File: src/hdl/clkgen_cfg.svh
`ifndef CLKGEN_CFG_SVH
`define CLKGEN_CFG_SVH

////////////////////////////////////////////////////////////////////////////
// Pixel clock programming widths and timing
////////////////////////////////////////////////////////////////////////////

// Board mode switches
`define CLKGEN_SW_WIDTH 4

// DFS multiply and divide values, each sent as factor minus one
`define CLKGEN_MD_WIDTH 8

// Cycles a synchronized code must hold before it counts as settled
`define CLKGEN_DEBOUNCE_CYCLES 32

// Consecutive locked cycles before the single power-up request
`define CLKGEN_POWERUP_DELAY 16

// Request to first frame
`define CLKGEN_GO_DELAY 16

// Progen low cycles between two frames
`define CLKGEN_FRAME_GAP 2

`endif

File: src/hdl/clkgen_pkg.sv
`include "clkgen_cfg.svh"
`default_nettype none

package clkgen_pkg;

	////////////////////////////////////////////////////////////////////////
	// Switch codes
	////////////////////////////////////////////////////////////////////////
	typedef enum logic [`CLKGEN_SW_WIDTH-1:0] {
		vga      = 4'b0000,  // 25 MHz
		svga     = 4'b0001,  // 40 MHz
		hdtv720p = 4'b0010,  // 74.25 MHz, shares the default entry
		xga      = 4'b0011,  // 65 MHz
		sxga     = 4'b1000,  // 108 MHz
		camera   = 4'b1001
	} mode_e;

	// Frame opcode, bit 1 goes out first
	typedef enum logic [1:0] {
		op_go     = 2'b00,  // Single cycle, progdata low
		op_load_d = 2'b10,
		op_load_m = 2'b11
	} prog_op_e;

	// Frame sequencer states
	typedef enum logic [2:0] {
		idle,
		wait_go,    // Go delay running
		send_d,
		gap_d,
		send_m,
		gap_m,
		send_go,
		wait_done   // Until DFS reports progdone
	} prog_state_e;

	// Factor minus one for both values
	typedef struct packed {
		logic [`CLKGEN_MD_WIDTH-1:0] m;
		logic [`CLKGEN_MD_WIDTH-1:0] d;
	} md_pair_t;

endpackage

`default_nettype wire

File: src/hdl/dcm_prog_if.sv
`timescale 1ns/100ps
`include "clkgen_cfg.svh"
`default_nettype none

interface dcm_prog_if;

	logic                        start;       // One cycle, only while shifting low
	clkgen_pkg::prog_op_e        op;          // Opcode for the frame being started
	logic [`CLKGEN_MD_WIDTH-1:0] value;       // Payload, LSB first
	logic                        shifting;    // Frame on the wire
	logic                        frame_done;  // Last progen-high cycle

	// Frame sequencer side
	modport sequencer (
		output start,
		output op,
		output value,
		input  shifting,
		input  frame_done
	);

	// Serial shifter side
	modport shifter (
		input  start,
		input  op,
		input  value,
		output shifting,
		output frame_done
	);

endinterface

`default_nettype wire

File: src/hdl/switch_conditioner.sv
`timescale 1ns/100ps
`include "clkgen_cfg.svh"
`default_nettype none

module switch_conditioner (
	input  wire logic                        clk50m_bufg,
	input  wire logic                        serdes_rst,
	input  wire logic [`CLKGEN_SW_WIDTH-1:0] sw,
	output clkgen_pkg::mode_e                mode,
	output logic                             mode_changed
);

	localparam int DEB_W = $clog2(`CLKGEN_DEBOUNCE_CYCLES);
	localparam logic [DEB_W-1:0] DEB_LAST = DEB_W'(`CLKGEN_DEBOUNCE_CYCLES - 1);

	logic [`CLKGEN_SW_WIDTH-1:0] sw_meta;  // First synchronizer stage
	logic [`CLKGEN_SW_WIDTH-1:0] sw_sync;
	logic [`CLKGEN_SW_WIDTH-1:0] sw_q;     // Registered code
	logic [`CLKGEN_SW_WIDTH-1:0] cand_q;   // Code being timed
	logic [DEB_W-1:0]            deb_cnt;
	logic                        cand_held;

	////////////////////////////////////////////////////////////////////////
	// Synchronizer and register
	////////////////////////////////////////////////////////////////////////
	always_ff @(posedge clk50m_bufg or posedge serdes_rst) begin
		if (serdes_rst) begin
			sw_meta <= '0;
			sw_sync <= '0;
			sw_q    <= '0;
		end else begin
			sw_meta <= sw;
			sw_sync <= sw_meta;
			sw_q    <= sw_sync;
		end
	end

	// Candidate held for the full window
	assign cand_held = (deb_cnt == DEB_LAST);

	////////////////////////////////////////////////////////////////////////
	// Debounce counter
	////////////////////////////////////////////////////////////////////////
	always_ff @(posedge clk50m_bufg or posedge serdes_rst) begin
		if (serdes_rst) begin
			cand_q  <= '0;
			deb_cnt <= '0;
		end else if (sw_q != cand_q) begin
			cand_q  <= sw_q;  // New code, restart timing
			deb_cnt <= '0;
		end else if (!cand_held) begin
			deb_cnt <= deb_cnt + 1'b1;
		end
	end

	// Settled code differs from current mode
	always_ff @(posedge clk50m_bufg or posedge serdes_rst) begin
		if (serdes_rst) begin
			mode         <= clkgen_pkg::vga;
			mode_changed <= 1'b0;
		end else begin
			mode_changed <= 1'b0;
			if (cand_held && (cand_q != mode)) begin
				mode         <= clkgen_pkg::mode_e'(cand_q);  // Unlisted codes kept as is
				mode_changed <= 1'b1;
			end
		end
	end

endmodule

`default_nettype wire

File: src/hdl/reprogram_timer.sv
`timescale 1ns/100ps
`include "clkgen_cfg.svh"
`default_nettype none

module reprogram_timer (
	input  wire logic               clk50m_bufg,
	input  wire logic               serdes_rst,
	input  wire logic               dfs_locked,
	input  wire clkgen_pkg::mode_e  mode,
	input  wire logic               mode_changed,
	output logic                    go,
	output clkgen_pkg::md_pair_t    md,
	output logic                    request
);

	localparam int MD_W  = `CLKGEN_MD_WIDTH;
	localparam int PWR_W = $clog2(`CLKGEN_POWERUP_DELAY);
	localparam int GO_W  = $clog2(`CLKGEN_GO_DELAY);

	logic [PWR_W-1:0] pwr_cnt;    // Consecutive locked cycles
	logic             pwr_done;   // Power-up request already issued
	logic             pwr_req_q;
	logic [GO_W-1:0]  go_cnt;
	logic             go_armed;

	// M/D table, HDTV720P falls into the default entry
	function automatic clkgen_pkg::md_pair_t md_lookup(input clkgen_pkg::mode_e sel);
		clkgen_pkg::md_pair_t pair;
		case (sel)
			clkgen_pkg::vga: begin
				pair.m = MD_W'(2 - 1);
				pair.d = MD_W'(4 - 1);
			end
			clkgen_pkg::svga: begin
				pair.m = MD_W'(4 - 1);
				pair.d = MD_W'(5 - 1);
			end
			clkgen_pkg::xga: begin
				pair.m = MD_W'(13 - 1);
				pair.d = MD_W'(10 - 1);
			end
			clkgen_pkg::sxga: begin
				pair.m = MD_W'(54 - 1);
				pair.d = MD_W'(25 - 1);
			end
			clkgen_pkg::camera: begin
				pair.m = MD_W'(135 - 1);
				pair.d = MD_W'(91 - 1);
			end
			default: begin
				pair.m = MD_W'(248 - 1);
				pair.d = MD_W'(167 - 1);
			end
		endcase
		return pair;
	endfunction

	////////////////////////////////////////////////////////////////////////
	// Power-up request, once per reset
	////////////////////////////////////////////////////////////////////////
	always_ff @(posedge clk50m_bufg or posedge serdes_rst) begin
		if (serdes_rst) begin
			pwr_cnt   <= '0;
			pwr_done  <= 1'b0;
			pwr_req_q <= 1'b0;
		end else begin
			pwr_req_q <= 1'b0;
			if (!dfs_locked)
				pwr_cnt <= '0;  // Lock lost, count again
			else if (pwr_cnt != PWR_W'(`CLKGEN_POWERUP_DELAY - 1))
				pwr_cnt <= pwr_cnt + 1'b1;
			else if (!pwr_done) begin
				pwr_req_q <= 1'b1;
				pwr_done  <= 1'b1;
			end
		end
	end

	assign request = pwr_req_q | mode_changed;

	// Table entry latched with every request
	always_ff @(posedge clk50m_bufg) begin
		if (request)
			md <= md_lookup(mode);
	end

	////////////////////////////////////////////////////////////////////////
	// Go delay, reloaded by each request
	////////////////////////////////////////////////////////////////////////
	always_ff @(posedge clk50m_bufg or posedge serdes_rst) begin
		if (serdes_rst) begin
			go_cnt   <= '0;
			go_armed <= 1'b0;
		end else if (request) begin
			go_cnt   <= GO_W'(`CLKGEN_GO_DELAY - 1);
			go_armed <= 1'b1;
		end else if (go_armed) begin
			if (go_cnt == '0)
				go_armed <= 1'b0;  // Fired
			else
				go_cnt <= go_cnt - 1'b1;
		end
	end

	assign go = go_armed && (go_cnt == '0);

endmodule

`default_nettype wire

File: src/hdl/dcm_prog_fsm.sv
`timescale 1ns/100ps
`include "clkgen_cfg.svh"
`default_nettype none

module dcm_prog_fsm (
	input  wire logic                 clk50m_bufg,
	input  wire logic                 serdes_rst,
	input  wire logic                 request,
	input  wire logic                 go,
	input  wire clkgen_pkg::md_pair_t md,
	input  wire logic                 progdone,
	dcm_prog_if.sequencer             link,
	output logic                      abort,
	output logic                      busy
);

	localparam int GAP_W = $clog2(`CLKGEN_FRAME_GAP + 1);

	clkgen_pkg::prog_state_e state_q, state_d;
	logic [GAP_W-1:0]        gap_cnt;
	logic                    load_gap;   // Frame just ended
	logic                    gap_over;

	assign gap_over = (gap_cnt == '0) && !link.shifting;

	////////////////////////////////////////////////////////////////////////
	// Next state and frame requests
	////////////////////////////////////////////////////////////////////////
	always_comb begin
		state_d    = state_q;
		link.start = 1'b0;
		link.op    = clkgen_pkg::op_go;
		link.value = '0;
		load_gap   = 1'b0;
		case (state_q)
			clkgen_pkg::wait_go: begin
				link.op    = clkgen_pkg::op_load_d;
				link.value = md.d;
				if (go) begin
					link.start = 1'b1;
					state_d    = clkgen_pkg::send_d;
				end
			end
			clkgen_pkg::send_d: if (link.frame_done) begin
				load_gap = 1'b1;
				state_d  = clkgen_pkg::gap_d;
			end
			clkgen_pkg::gap_d: begin
				link.op    = clkgen_pkg::op_load_m;
				link.value = md.m;
				if (gap_over) begin
					link.start = 1'b1;
					state_d    = clkgen_pkg::send_m;
				end
			end
			clkgen_pkg::send_m: if (link.frame_done) begin
				load_gap = 1'b1;
				state_d  = clkgen_pkg::gap_m;
			end
			clkgen_pkg::gap_m: if (gap_over) begin
				link.start = 1'b1;  // Go command, op_go by default
				state_d    = clkgen_pkg::send_go;
			end
			clkgen_pkg::send_go: if (link.frame_done)
				state_d = clkgen_pkg::wait_done;
			clkgen_pkg::wait_done: if (progdone)
				state_d = clkgen_pkg::idle;
			default: state_d = state_q;  // Idle until a request
		endcase

		// New request restarts from the go delay
		if (request) begin
			link.start = 1'b0;
			state_d    = clkgen_pkg::wait_go;
		end
	end

	always_ff @(posedge clk50m_bufg or posedge serdes_rst) begin
		if (serdes_rst)
			state_q <= clkgen_pkg::idle;
		else
			state_q <= state_d;
	end

	// Inter-frame gap
	always_ff @(posedge clk50m_bufg or posedge serdes_rst) begin
		if (serdes_rst)
			gap_cnt <= '0;
		else if (load_gap)
			gap_cnt <= GAP_W'(`CLKGEN_FRAME_GAP - 1);
		else if (gap_cnt != '0)
			gap_cnt <= gap_cnt - 1'b1;
	end

	assign abort = request;                         // Drops progen next cycle
	assign busy  = (state_q != clkgen_pkg::idle);

endmodule

`default_nettype wire

File: src/hdl/dcm_frame_shifter.sv
`timescale 1ns/100ps
`include "clkgen_cfg.svh"
`default_nettype none

module dcm_frame_shifter (
	input  wire logic   clk50m_bufg,
	input  wire logic   serdes_rst,
	dcm_prog_if.shifter link,
	input  wire logic   abort,
	output logic        progen,
	output logic        progdata
);

	// Two marker bits plus the value
	localparam int FRAME_LEN = `CLKGEN_MD_WIDTH + 2;
	localparam int CNT_W     = $clog2(FRAME_LEN);

	logic [FRAME_LEN-1:0] shift_q;   // Bit 0 on the wire
	logic [CNT_W-1:0]     bit_cnt;   // Bits left after the current one
	logic                 progen_q;
	logic                 load;

	assign load = link.start && !progen_q;

	////////////////////////////////////////////////////////////////////////
	// Frame length control
	////////////////////////////////////////////////////////////////////////
	always_ff @(posedge clk50m_bufg or posedge serdes_rst) begin
		if (serdes_rst) begin
			progen_q <= 1'b0;
			bit_cnt  <= '0;
		end else if (abort) begin
			progen_q <= 1'b0;  // Cut the frame short
			bit_cnt  <= '0;
		end else if (load) begin
			progen_q <= 1'b1;
			if (link.op == clkgen_pkg::op_go)
				bit_cnt <= '0;  // Go is one cycle
			else
				bit_cnt <= CNT_W'(FRAME_LEN - 1);
		end else if (progen_q) begin
			if (bit_cnt == '0)
				progen_q <= 1'b0;
			else
				bit_cnt <= bit_cnt - 1'b1;
		end
	end

	// Marker bit 1 first, then value LSB first
	always_ff @(posedge clk50m_bufg or posedge serdes_rst) begin
		if (serdes_rst)
			shift_q <= '0;
		else if (abort)
			shift_q <= '0;  // Drop the rest of the frame
		else if (load)
			shift_q <= {link.value, link.op[0], link.op[1]};
		else if (progen_q)
			shift_q <= shift_q >> 1;
	end

	////////////////////////////////////////////////////////////////////////
	// Programming port and link status
	////////////////////////////////////////////////////////////////////////
	assign progen          = progen_q;
	assign progdata        = shift_q[0];  // Empty once the last bit is out
	assign link.shifting   = progen_q;
	assign link.frame_done = progen_q && (bit_cnt == '0);

endmodule

`default_nettype wire

File: src/hdl/pixclk_ctrl_top.sv
`timescale 1ns/100ps
`include "clkgen_cfg.svh"
`default_nettype none

module pixclk_ctrl_top (
	input  wire logic                        clk50m_bufg,
	input  wire logic                        serdes_rst,
	input  wire logic [`CLKGEN_SW_WIDTH-1:0] sw,
	input  wire logic                        dfs_locked,
	input  wire logic                        progdone,
	output logic                             progen,
	output logic                             progdata,
	output logic                             busy
);

	clkgen_pkg::mode_e    mode;          // Settled switch code
	logic                 mode_changed;
	logic                 request;       // Power-up or mode change
	logic                 go;
	clkgen_pkg::md_pair_t md;
	logic                 abort;

	// Sequencer to shifter
	dcm_prog_if link ();

	////////////////////////////////////////////////////////////////////////
	// Mode selection and request timing
	////////////////////////////////////////////////////////////////////////
	switch_conditioner switch_conditioner_inst (
		.clk50m_bufg  (clk50m_bufg),
		.serdes_rst   (serdes_rst),
		.sw           (sw),
		.mode         (mode),
		.mode_changed (mode_changed)
	);

	reprogram_timer reprogram_timer_inst (
		.clk50m_bufg  (clk50m_bufg),
		.serdes_rst   (serdes_rst),
		.dfs_locked   (dfs_locked),
		.mode         (mode),
		.mode_changed (mode_changed),
		.go           (go),
		.md           (md),
		.request      (request)
	);

	////////////////////////////////////////////////////////////////////////
	// DFS programming port
	////////////////////////////////////////////////////////////////////////
	dcm_prog_fsm dcm_prog_fsm_inst (
		.clk50m_bufg (clk50m_bufg),
		.serdes_rst  (serdes_rst),
		.request     (request),
		.go          (go),
		.md          (md),
		.progdone    (progdone),
		.link        (link.sequencer),
		.abort       (abort),
		.busy        (busy)
	);

	dcm_frame_shifter dcm_frame_shifter_inst (
		.clk50m_bufg (clk50m_bufg),
		.serdes_rst  (serdes_rst),
		.link        (link.shifter),
		.abort       (abort),
		.progen      (progen),     // Straight to the DFS
		.progdata    (progdata)
	);

endmodule

`default_nettype wire

File: config.mk
export PLATFORM = sky130hd
export DESIGN_NAME = pixclk_ctrl_top
export DESIGN_NICKNAME = d
export VERILOG_FILES = /design/src/hdl/clkgen_pkg.sv /design/src/hdl/dcm_prog_if.sv /design/src/hdl/switch_conditioner.sv /design/src/hdl/reprogram_timer.sv /design/src/hdl/dcm_prog_fsm.sv /design/src/hdl/dcm_frame_shifter.sv /design/src/hdl/pixclk_ctrl_top.sv
export VERILOG_INCLUDE_DIRS = /design/src /design/src/hdl
export SDC_FILE = /design/constraint.sdc
export NUM_CORES = 1
export LEC_CHECK = 0
export ABC_CLOCK_PERIOD_IN_PS = 4700
export BUFFER_PORTS_ARGS = -buffer_cell sky130_fd_sc_hd__buf_2
export CORE_MARGIN = 2
export CORE_UTILIZATION = 35
export CTS_CLUSTER_DIAMETER = 80
export DETAILED_ROUTE_END_ITERATION = 6
export GPL_TIMING_DRIVEN = 0
export SETUP_SLACK_MARGIN = 0.3
export SLEW_MARGIN = 25
export SYNTH_ARGS = -nofsm -noshare
export SYNTH_HDL_FRONTEND = slang
export SYNTH_SLANG_ARGS = --single-unit
File: constraint.sdc
create_clock -name clk50m_bufg -period 4.7 [get_ports clk50m_bufg]
set_input_delay 0.94 -clock clk50m_bufg [delete_from_list [all_inputs] [get_ports clk50m_bufg]]
set_output_delay 0.94 -clock clk50m_bufg [all_outputs]
set_load 0.02 [all_outputs]
==> flow_summary_export.csv, run 1 <==
group,metric,value,unit
status,outcome,"finished, final reports clean",
job,cap_violations,0,
grt,grt_remaining_overflow,0,
logic_synthesis,yosysWarnings,0,
setup_path,crit_path_start,"dcm_prog_fsm_inst.state_q[1]",
logic_synthesis,async_reset_ff_share,81.43,%
logic_synthesis,synth_top_area_share,44.58,%
cells_and_area,layout_commonest_cell,"dfrtp_1",
grt,grt_usage,12.63,%
cells_and_area,num_antenna_cells,0,
hold_path,hold_path_class,"flip-flop to flip-flop",
clocking,numCtsBuffers,9,
die,rows,34,
setup_path,critPathMaxFanout,10,
clocking,cts_hold_buffers,0,
cells_and_area,fill_cells,838,
pwr,total_power,0.001873,W
clocking,cts_resized,0,
timing,max-slew-margin-rel,55.00,%
pwr,powerDensity,513.6,mW/mm^2
timing,tightestPinTransition,0.6659,ns
cells_and_area,nNetsFinal,312,
drt,top_layer_used,"met4",
grt,antenna_found_initial,0,
drt,drc,0,
setup_path,crit_required,3.76,ns
logic_synthesis,ys_ff_latch,70,
pwr,power.leakage,1.560,nW
die,design.core.area,0.008806,sq mm
drt,first_iter_violations,61,
timing,hold_violations,0,
drt,drt_wl_total,5582,um
timing,rsz0062_at_grt,"no",
die,die_area,0.009922,sq mm
timing,finalCriticalPeriod,2.594,ns
pwr,power_frac_seq,42.5,%
timing,setup-violations-final,0,
clocking,cts_setup_buffers,0,
die,die_x,99.61,um
clocking,cts_buffer_depth,2,
drt,ant_nets,0,
place,gp_congestion,0.7453,
timing,fmax,385.4,MHz
logic_synthesis,ys_types,49,
drt,wl_per_cell,13.61,um
clocking,worstSkewPairLatency,0.35,ns
hold_path,min_from,"switch_conditioner_inst.sw_meta[1]",
cells_and_area,drive_gt1_share,15.89,%
pwr,vdd_ir_drop_max,0.0002273,V
clocking,root_buffer,"clkbuf_8",
grt,grt_max_degree,40,
logic_synthesis,synth_cells,275,
pwr,internal_power,0.001290,W
die,io_pins,11,
die,die_h,99.61,um
setup_path,worstSetupEndpointType,"output pin",
pwr,clkPwrFrac,30.2,%
timing,timing.hold.ws,0.3531,ns
drt,wl_met1,2601,um
grt,grt_pass1_vias,2128,
logic_synthesis,yosysSeqAreaShare,56.79,%
timing,finalCritPeriodShare,55.20,%
logic_synthesis,synth_edf_count,13,
pwr,switching_power,0.0005827,W
cells_and_area,syn2layout_area_growth,13.96,%
logic_synthesis,avgSynthCellArea,11.63,sq um
drt,dr.pass1.iters,4,
pwr,combPwrFrac,27.2,%
logic_synthesis,netlist_area,0.003199,sq mm
drt,wl_met2,2670,um
drt,wl_met3,214,um
drt,viasPerCell,5.034,
setup_path,r2r-start,"switch_conditioner_inst.mode_changed",
place,dp.final_hpwl,3870,um
setup_path,critical_path_arrival,1.65,ns
place,place_ws,2.475,ns
timing,finalClockSkew,0.007119,ns
clocking,clk_pin_slew,0.08,ns
clocking,cts_sinks,70,
logic_synthesis,ys_top_cells_by_area,"dfrtp_1 (45%), edfxtp_1 (12%), mux2i_1 (2.8%)",
setup_path,cp-start-kind,"flip-flop",
timing,slew_violations,0,
grt,grt_pass1_wl,9846,um
place,io_buffers,10,
die,start_util,36.33,%
logic_synthesis,synth_flop_cell,"dfrtp_1",
drt,num_vias,2064,
timing,fin_setup_tns,0,ns
setup_path,crit_type,"flip-flop to output pin",
timing,timing.final.ws_setup,2.106,ns
clocking,htree_levels,3,
clocking,cts_tree,"yes",
logic_synthesis,syn-num-nets,290,
cells_and_area,most-common-layout-cells,"dfrtp_1 (57), nor2_1 (21), nand2_1 (13), clkbuf_1 (13), edfxtp_1 (13)",
logic_synthesis,synth_top_cell_by_area,"dfrtp_1",
pwr,switching_share,31.12,%
[cells by family (layout without fill, tap and decap cells)]
family	count (synthesis)	count (layout)	synth area share, %
muxes	14	14	4.576
and+or+nand+nor	90	90	15.68
buffers and inverters	28	55	3.793
xor gates and xnor gates	18	18	5.163
DFF	70	70	56.79
adders and majority gates	7	7	2.737
AOI/OAI and AO/OA	48	48	11.26
[power by group through the flow]
stage | registers [W] | clock network [W] | logic (W)
final | 0.000796 | 0.000566 | 0.000510
after floorplan | 0.000796 | 0 | 0.000403
after detailed placement | 0.000807 | 0 | 0.000511
after global placement | 0.000805 | 0 | 0.000497
after global routing | 0.000811 | 0.000609 | 0.000581
after CTS | 0.000796 | 0.000582 | 0.000514
[synthesized netlist by cell type, types with 3 or more instances]
library cell	number
o211ai_1	7
nand3_1	8
a21oi_1	6
xor2_1	9
or3_1	5
or2_2	3
nand3b_1	3
clkbuf_1	13
nor2_1	21
nor3_1	6
o22ai_1	4
nand2_1	13
mux2i_1	9
a32o_1	8
nand2b_1	11
xnor2_1	8
o2bb2ai_1	3
edfxtp_1	13
dfrtp_1	57
ha_1	7
inv_1	12
mux2_2	5
nand4bb_1	3
or3b_2	3
o21ai_0	6
[final cells by class]
| type | instances | area (sq um) | share of cell area (%) |
|---|---|---|---|
| clock inverters | 6 | 90.09 | 2.471 |
| inverters | 12 | 47.55 | 1.304 |
| multi-input cells | 177 | 1261 | 34.59 |
| flip-flops and latches | 70 | 1817 | 49.83 |
| clock buffers | 10 | 148.9 | 4.084 |
| well taps | 108 | 135.1 | 3.706 |
| plain buffers | 16 | 76.32 | 2.093 |
| repair buffers | 11 | 70.07 | 1.922 |
[critical path: stages, from the launching register on]
cell and delay (ns):
dfrtp_1 0.37, buf_6 0.15, clkbuf_1 0.23, or3_1 0.39
buf_2 0.17
[metrics by stage]
step	instances	instance area [sq um]	utilization, %
5_1_grt	410	3646	41.40
2_1_floorplan	275	3199	-
3_5_place_dp	394	3407	38.69
6_report	410	3646	41.40
3_3_place_gp	393	3385	38.43
4_1_cts	410	3646	41.40
[state kept, by name, summed over array words and instances, names as in the netlist]
name and flops:
dcm_frame_shifter_inst.bit_cnt 4, dcm_frame_shifter_inst.link.shifting 1, dcm_frame_shifter_inst.shift_q 10, dcm_prog_fsm_inst.gap_cnt 2, dcm_prog_fsm_inst.state_q 3, reprogram_timer_inst.go_armed 1
reprogram_timer_inst.go_cnt 4, reprogram_timer_inst.md 13, reprogram_timer_inst.pwr_cnt 4, reprogram_timer_inst.pwr_done 1, reprogram_timer_inst.pwr_req_q 1, switch_conditioner_inst.cand_q 4
switch_conditioner_inst.deb_cnt 5, switch_conditioner_inst.mode 4, switch_conditioner_inst.mode_changed 1, switch_conditioner_inst.sw_meta 4, switch_conditioner_inst.sw_q 4, switch_conditioner_inst.sw_sync 4
[per-layer routing]
metal	GRT usage, %	vias to the layer above
li1	-	1022
met1	15.92	1000
met2	20.27	32
met3	4.216	10
met4	4.636	0
met5	0	-
[worst paths after layout]
check | endpoint | slack, ns | depth (start not counted)
worst max-delay path | busy | 2.11 | 4
worst min-delay path | switch_conditioner_inst.sw_sync[1] | 0.35 | 0
worst max register to register | dcm_frame_shifter_inst.shift_q[4] | 2.58 | 5
worst min register to register | switch_conditioner_inst.sw_sync[1] | 0.35 | 0
max in group asynchronous | dcm_frame_shifter_inst.shift_q[4] | 3.69 | 3
min in group asynchronous | dcm_prog_fsm_inst.state_q[2] | 0.53 | 2
(Power assumes the default switching activity.)
==> run 2, diff against run 1 <==
--- a/config.mk
+++ b/config.mk
@@ -6,7 +6,7 @@
 export SDC_FILE = /design/constraint.sdc
 export NUM_CORES = 1
 export LEC_CHECK = 0
-export ABC_CLOCK_PERIOD_IN_PS = 4700
+export ABC_CLOCK_PERIOD_IN_PS = 2200
 export BUFFER_PORTS_ARGS = -buffer_cell sky130_fd_sc_hd__buf_2
 export CORE_MARGIN = 2
 export CORE_UTILIZATION = 35
==> constraint.sdc (replaced) <==
create_clock -name clk50m_bufg -period 2.2 [get_ports clk50m_bufg]
set_input_delay 0.44 -clock clk50m_bufg [delete_from_list [all_inputs] [get_ports clk50m_bufg]]
set_output_delay 0.44 -clock clk50m_bufg [all_outputs]
set_load 0.02 [all_outputs]
==> flow_summary_export.csv, run 2 (same netlist as run 1, synthesis figures left out) <==
group,metric,value,unit
die,rows,34,
drt,first_iter_violations,53,
cells_and_area,drive_gt1_share,20.20,%
timing,setup-violations-final,0,
die,start_util,36.33,%
timing,fmax,522.4,MHz
cells_and_area,nNetsFinal,317,
setup_path,crit_required,1.76,ns
clocking,root_buffer,"clkbuf_8",
timing,finalCriticalPeriod,1.914,ns
clocking,clk_pin_slew,0.07,ns
setup_path,critPathMaxFanout,3,
hold_path,hold_path_class,"input pin to asynchronous set/reset pin",
die,die_area,0.009922,sq mm
grt,grt_pass1_wl,9942,um
cells_and_area,syn2layout_area_growth,17.64,%
grt,antenna_found_initial,0,
timing,max-slew-margin-rel,67.88,%
setup_path,r2r-end,"dcm_frame_shifter_inst.shift_q[4]",
drt,drt_wl_total,5661,um
setup_path,reg2reg_slack,0.35,ns
pwr,vdd_ir_drop_max,0.0004864,V
clocking,htree_levels,3,
timing,rsz0062_at_grt,"yes",
pwr,power.leakage,1.603,nW
place,postPlaceCellArea,0.003407,sq mm
clocking,cts_buffer_depth,2,
clocking,numCtsBuffers,9,
cells_and_area,layout_commonest_cell,"dfrtp_1",
die,design.core.area,0.008806,sq mm
place,dp.final_hpwl,3870,um
setup_path,cp-start-kind,"flip-flop",
drt,drc,0,
setup_path,crit_type,"flip-flop to output pin",
setup_path,rr_worst_depth,7,
cells_and_area,multi_input_area,0.001304,sq mm
clocking,worstSkewPairLatency,0.35,ns
cells_and_area,num_antenna_cells,0,
die,io_pins,11,
timing,finalCritPeriodShare,87.00,%
clocking,cts_tree,"yes",
cells_and_area,most-common-layout-cells,"dfrtp_1 (56), nor2_1 (21), nand2_1 (13), edfxtp_1 (13), nand2b_1 (11)",
timing,tightestPinTransition,0.4750,ns
timing,fin_setup_tns,0,ns
cells_and_area,final_area,0.003764,sq mm
pwr,powerDensity,1103,mW/mm^2
cells_and_area,largest_register_ffs,13,
clocking,cts_sinks,70,
cells_and_area,seq_area,0.001818,sq mm
drt,viasPerCell,5.067,
drt,num_vias,2103,
timing,finalClockSkew,0.007150,ns
setup_path,critical_path_arrival,1.47,ns
grt,grt_pass1_vias,2142,
place,gp_congestion,0.7453,
timing,slew_violations,0,
cells_and_area,fill_cells,829,
setup_path,worstSetupEndpointType,"output pin",
grt,grt_remaining_overflow,0,
drt,wl_per_cell,13.64,um
grt,grt_usage,12.79,%
job,cap_violations,0,
place,io_buffers,10,
grt,grt_max_degree,40,
setup_path,r2r-start,"dcm_prog_fsm_inst.state_q[1]",
die,die_x,99.61,um
cells_and_area,largest-register,"reprogram_timer_inst.md",
status,outcome,"finished, final reports clean",
drt,ant_nets,0,
die,die_h,99.61,um
cells_and_area,reg_top3,"reprogram_timer_inst.md x13, dcm_frame_shifter_inst.shift_q x10, switch_conditioner_inst.deb_cnt x5",
pwr,total_power,0.004153,W
drt,dr.pass1.iters,4,
timing,hold_violations,0,
-- run 2: cell count changes in the layout (fill, tap and decap cells not counted), sizes merged --
cell and delta:
buf +6, clkinvlp +1, inv -1, clkbuf -1
-- run 2: worst max path at each step --
stage / from / end / slack (ns) / cells after the start
final: dcm_prog_fsm_inst.state_q[1] / busy / 0.29 / 4
after global routing: dcm_prog_fsm_inst.state_q[1] / busy / 0.25 / 4
after CTS: dcm_prog_fsm_inst.state_q[1] / busy / 0.28 / 4
after detailed placement: switch_conditioner_inst.mode_changed / dcm_frame_shifter_inst.shift_q[4] / 0.06 / 5
after global placement: serdes_rst / reprogram_timer_inst.go_cnt[2] / -0.47 / 2
after floorplan: serdes_rst / dcm_frame_shifter_inst.bit_cnt[0] / 0.36 / 1
-- run 2: final cells by class --
| class | count | share of cell area, % |
|---|---|---|
| clock buffers | 10 | 3.956 |
| plain buffers | 16 | 2.726 |
| flip-flops and latches | 70 | 48.30 |
| well taps | 108 | 3.590 |
| multi-input cells | 177 | 34.64 |
| clock inverters | 6 | 2.394 |
| repair buffers | 16 | 3.025 |
| inverters | 12 | 1.363 |
-- run 2: per-layer routing --
metal | global-route usage [%] | routed length, um | vias up
met1 | 16.01 | 2629 | 1028
met2 | 20.79 | 2746 | 37
li1 | - | - | 1030
met5 | 0 | 0 | -
met4 | 4.320 | 80 | 0
met3 | 4.357 | 204 | 8
-- run 2: per-stage QoR --
| stage | worst slack [ns] | cells | hold slack [ns] | utilization, % |
|---|---|---|---|---|
| 5_1_grt | 0.2491 | 415 | 0.04542 | 42.74 |
| 6_report | 0.2859 | 415 | 0.03182 | 42.74 |
| 3_5_place_dp | 0.05701 | 394 | 0.3372 | 38.69 |
| 3_3_place_gp | -0.4681 | 393 | 0.3321 | 38.43 |
| 2_1_floorplan | 0.3604 | 275 | 0.3312 | - |
| 4_1_cts | 0.2786 | 414 | 0.03594 | 42.20 |
-- run 2: power by group --
part | switching, W | total (W) | internal [W]
combinational | 0.000622 | 0.00124 | 0.000613
clock | 0.000497 | 0.00121 | 0.000713
sequential | 0.000161 | 0.00171 | 0.00155
-- run 2: repair_timing --
| action | in CTS | in global routing |
|---|---|---|
| gates resized for setup | 10 | 9 |
| setup endpoints to repair | 6 | 11 |
| hold buffers | 0 | 0 |
| buffers inserted | 4 | 1 |
| pin swaps | 0 | 0 |
-- run 2: worst max-delay path, stage by stage (launching register included) --
cell	delay [ns]
dfrtp_1	0.37
buf_6	0.12
clkbuf_16	0.13
or3_4	0.36
buf_6	0.14
==> run 3, diff against run 2 <==
--- a/config.mk
+++ b/config.mk
@@ -8,8 +8,8 @@
 export LEC_CHECK = 0
 export ABC_CLOCK_PERIOD_IN_PS = 2200
 export BUFFER_PORTS_ARGS = -buffer_cell sky130_fd_sc_hd__buf_2
-export CORE_MARGIN = 2
 export CORE_UTILIZATION = 35
+export CTS_BUF_LIST = sky130_fd_sc_hd__clkbuf_8
 export CTS_CLUSTER_DIAMETER = 80
 export DETAILED_ROUTE_END_ITERATION = 6
 export GPL_TIMING_DRIVEN = 0
==> flow_summary_export.csv, run 3 (same netlist as run 1, synthesis figures left out) <==
group,metric,value,unit
place,place_ws,0.1045,ns
hold_path,hold_path_class,"input pin to asynchronous set/reset pin",
die,die_x,97.61,um
timing,tightestPinTransition,0.4290,ns
timing,finalCriticalPeriod,1.884,ns
cells_and_area,syn2layout_area_growth,19.55,%
grt,grt_usage,13.68,%
setup_path,crit_slowest_cell,"dfrtp_1",
timing,max-slew-margin-rel,71.40,%
cells_and_area,layout_commonest_cell,"dfrtp_1",
drt,first_iter_violations,47,
die,design.core.area,0.008806,sq mm
setup_path,rr_worst_depth,7,
setup_path,crit_required,1.76,ns
timing,fmax,530.7,MHz
timing,finalCritPeriodShare,85.65,%
timing,hold_violations,0,
cells_and_area,fill_cells,848,
clocking,cts_tree,"yes",
timing,finalClockSkew,0.01023,ns
drt,num_vias,2155,
clocking,htree_levels,3,
drt,dr.pass1.iters,4,
drt,viasPerCell,5.131,
cells_and_area,finalCoreUtilization,43.44,%
setup_path,reg2reg_slack,0.37,ns
grt,antenna_found_initial,0,
die,start_util,36.33,%
job,cap_violations,0,
place,dp.final_hpwl,3925,um
pwr,power.leakage,1.635,nW
grt,grt_max_degree,42,
grt,grt_pass1_wl,10180,um
die,die_h,97.61,um
drt,drc,0,
setup_path,cp-start-kind,"flip-flop",
die,rows,34,
place,postPlaceCellArea,0.003407,sq mm
setup_path,critPathMaxFanout,10,
clocking,numCtsBuffers,9,
setup_path,critical_path_arrival,1.44,ns
cells_and_area,stdcell_count,420,
setup_path,worstSetupEndpointType,"output pin",
setup_path,slowest_delay,0.39,ns
drt,wl_per_cell,14.13,um
drt,ant_nets,0,
clocking,root_buffer,"clkbuf_8",
setup_path,cp_cell_sequence,"clkbuf_4, or3_4, buf_6",
grt,grt_remaining_overflow,0,
pwr,vdd_ir_drop_max,0.0004490,V
cells_and_area,largest_register_ffs,13,
cells_and_area,largest-register,"reprogram_timer_inst.md",
timing,setup-violations-final,0,
cells_and_area,most-common-layout-cells,"dfrtp_1 (56), nor2_1 (21), nand2_1 (13), edfxtp_1 (13)",
clocking,cts_sinks,70,
cells_and_area,seq_area,0.001818,sq mm
place,placedCellCount,394,
setup_path,r2r-end,"dcm_frame_shifter_inst.shift_q[4]",
status,outcome,"finished, final reports clean",
cells_and_area,multi_input_area,0.001324,sq mm
pwr,powerDensity,1099,mW/mm^2
cells_and_area,num_antenna_cells,0,
place,io_buffers,10,
timing,rsz0062_at_grt,"yes",
cells_and_area,drive_gt1_share,21.15,%
timing,timing.hold.ws,0.03309,ns
setup_path,cpLargestDelayFamily,"flip-flops",
cells_and_area,nNetsFinal,322,
cells_and_area,reg_top3,"reprogram_timer_inst.md x13, dcm_frame_shifter_inst.shift_q x10, switch_conditioner_inst.deb_cnt x5",
cells_and_area,final_area,0.003825,sq mm
setup_path,crit_type,"flip-flop to output pin",
die,die_area,0.009528,sq mm
setup_path,critical_path_buf_inv_count,2,
die,io_pins,11,
setup_path,r2r-start,"dcm_prog_fsm_inst.state_q[1]",
timing,slew_violations,0,
place,gp_congestion,0.7889,
timing,timing.final.ws_setup,0.3157,ns
clocking,cts_buffer_depth,2,
grt,grt_pass1_vias,2153,
clocking,worstSkewPairLatency,0.34,ns
drt,drt_wl_total,5933,um
clocking,clk_pin_slew,0.08,ns
## run 3: power breakdown
group	switching, W	internal [W]	leakage [nW]
Combinational	0.000664	0.000696	0.689
Sequential	0.000161	0.00155	0.829
Clock	0.000469	0.000667	0.118
Total	0.00129	0.00291	1.64
## run 3: through the flow
| step | TNS, ns | total power (W) |
|---|---|---|
| finish | 0 | 0.004203 |
| global route | 0 | 0.004483 |
| CTS | 0 | 0.004092 |
| detailed placement | 0 | 0.002825 |
| global placement | -26.74 | 0.002780 |
| floorplan | 0 | 0.002562 |
## run 3: how the worst max path moves through the flow
stage / startpoint / to / slack (ns) / depth (start not counted)
finish: dcm_prog_fsm_inst.state_q[0] / busy / 0.32 / 3
floorplan: serdes_rst / dcm_frame_shifter_inst.bit_cnt[0] / 0.36 / 1
CTS: dcm_prog_fsm_inst.state_q[1] / dcm_frame_shifter_inst.shift_q[5] / 0.30 / 7
global route: dcm_prog_fsm_inst.state_q[0] / busy / 0.26 / 3
global placement: serdes_rst / reprogram_timer_inst.go_cnt[0] / -0.47 / 2
detailed placement: switch_conditioner_inst.mode_changed / dcm_frame_shifter_inst.shift_q[3] / 0.10 / 5
## run 3: worst reg2reg max path: stages, from the launching register on
cell	delay, ns
dfrtp_1	0.37
buf_6	0.13
buf_12	0.12
or3b_4	0.39
o22ai_4	0.18
buf_6	0.15
o211ai_1	0.10
a32o_1	0.28
## run 3: what timing repair did
| item | CTS | global route |
|---|---|---|
| gates cloned | 0 | 1 |
| resized for setup | 12 | 14 |
| hold buffers | 0 | 0 |
| pin swaps | 1 | 4 |
| setup buffers | 4 | 5 |
| endpoints found under the setup margin | 7 | 14 |
## run 3: cell type report
| class | count | area share, % |
|---|---|---|
| plain buffers | 16 | 2.748 |
| inverters | 12 | 1.341 |
| multi-input cells | 177 | 34.61 |
| clock inverters | 6 | 2.257 |
| clock buffers | 10 | 3.598 |
| flip-flops and latches | 70 | 47.53 |
| repair buffers | 21 | 4.383 |
| well taps | 108 | 3.533 |
## run 3: metal layers
layer	up-vias	track usage (%)	routed length (um)	share of wire, %
met2	34	22.97	2956	50
li1	1042	-	-	-
met4	0	4.895	99	1.7
met5	-	0	0	0
met1	1069	16.26	2655	45
met3	10	4.676	221	3.7
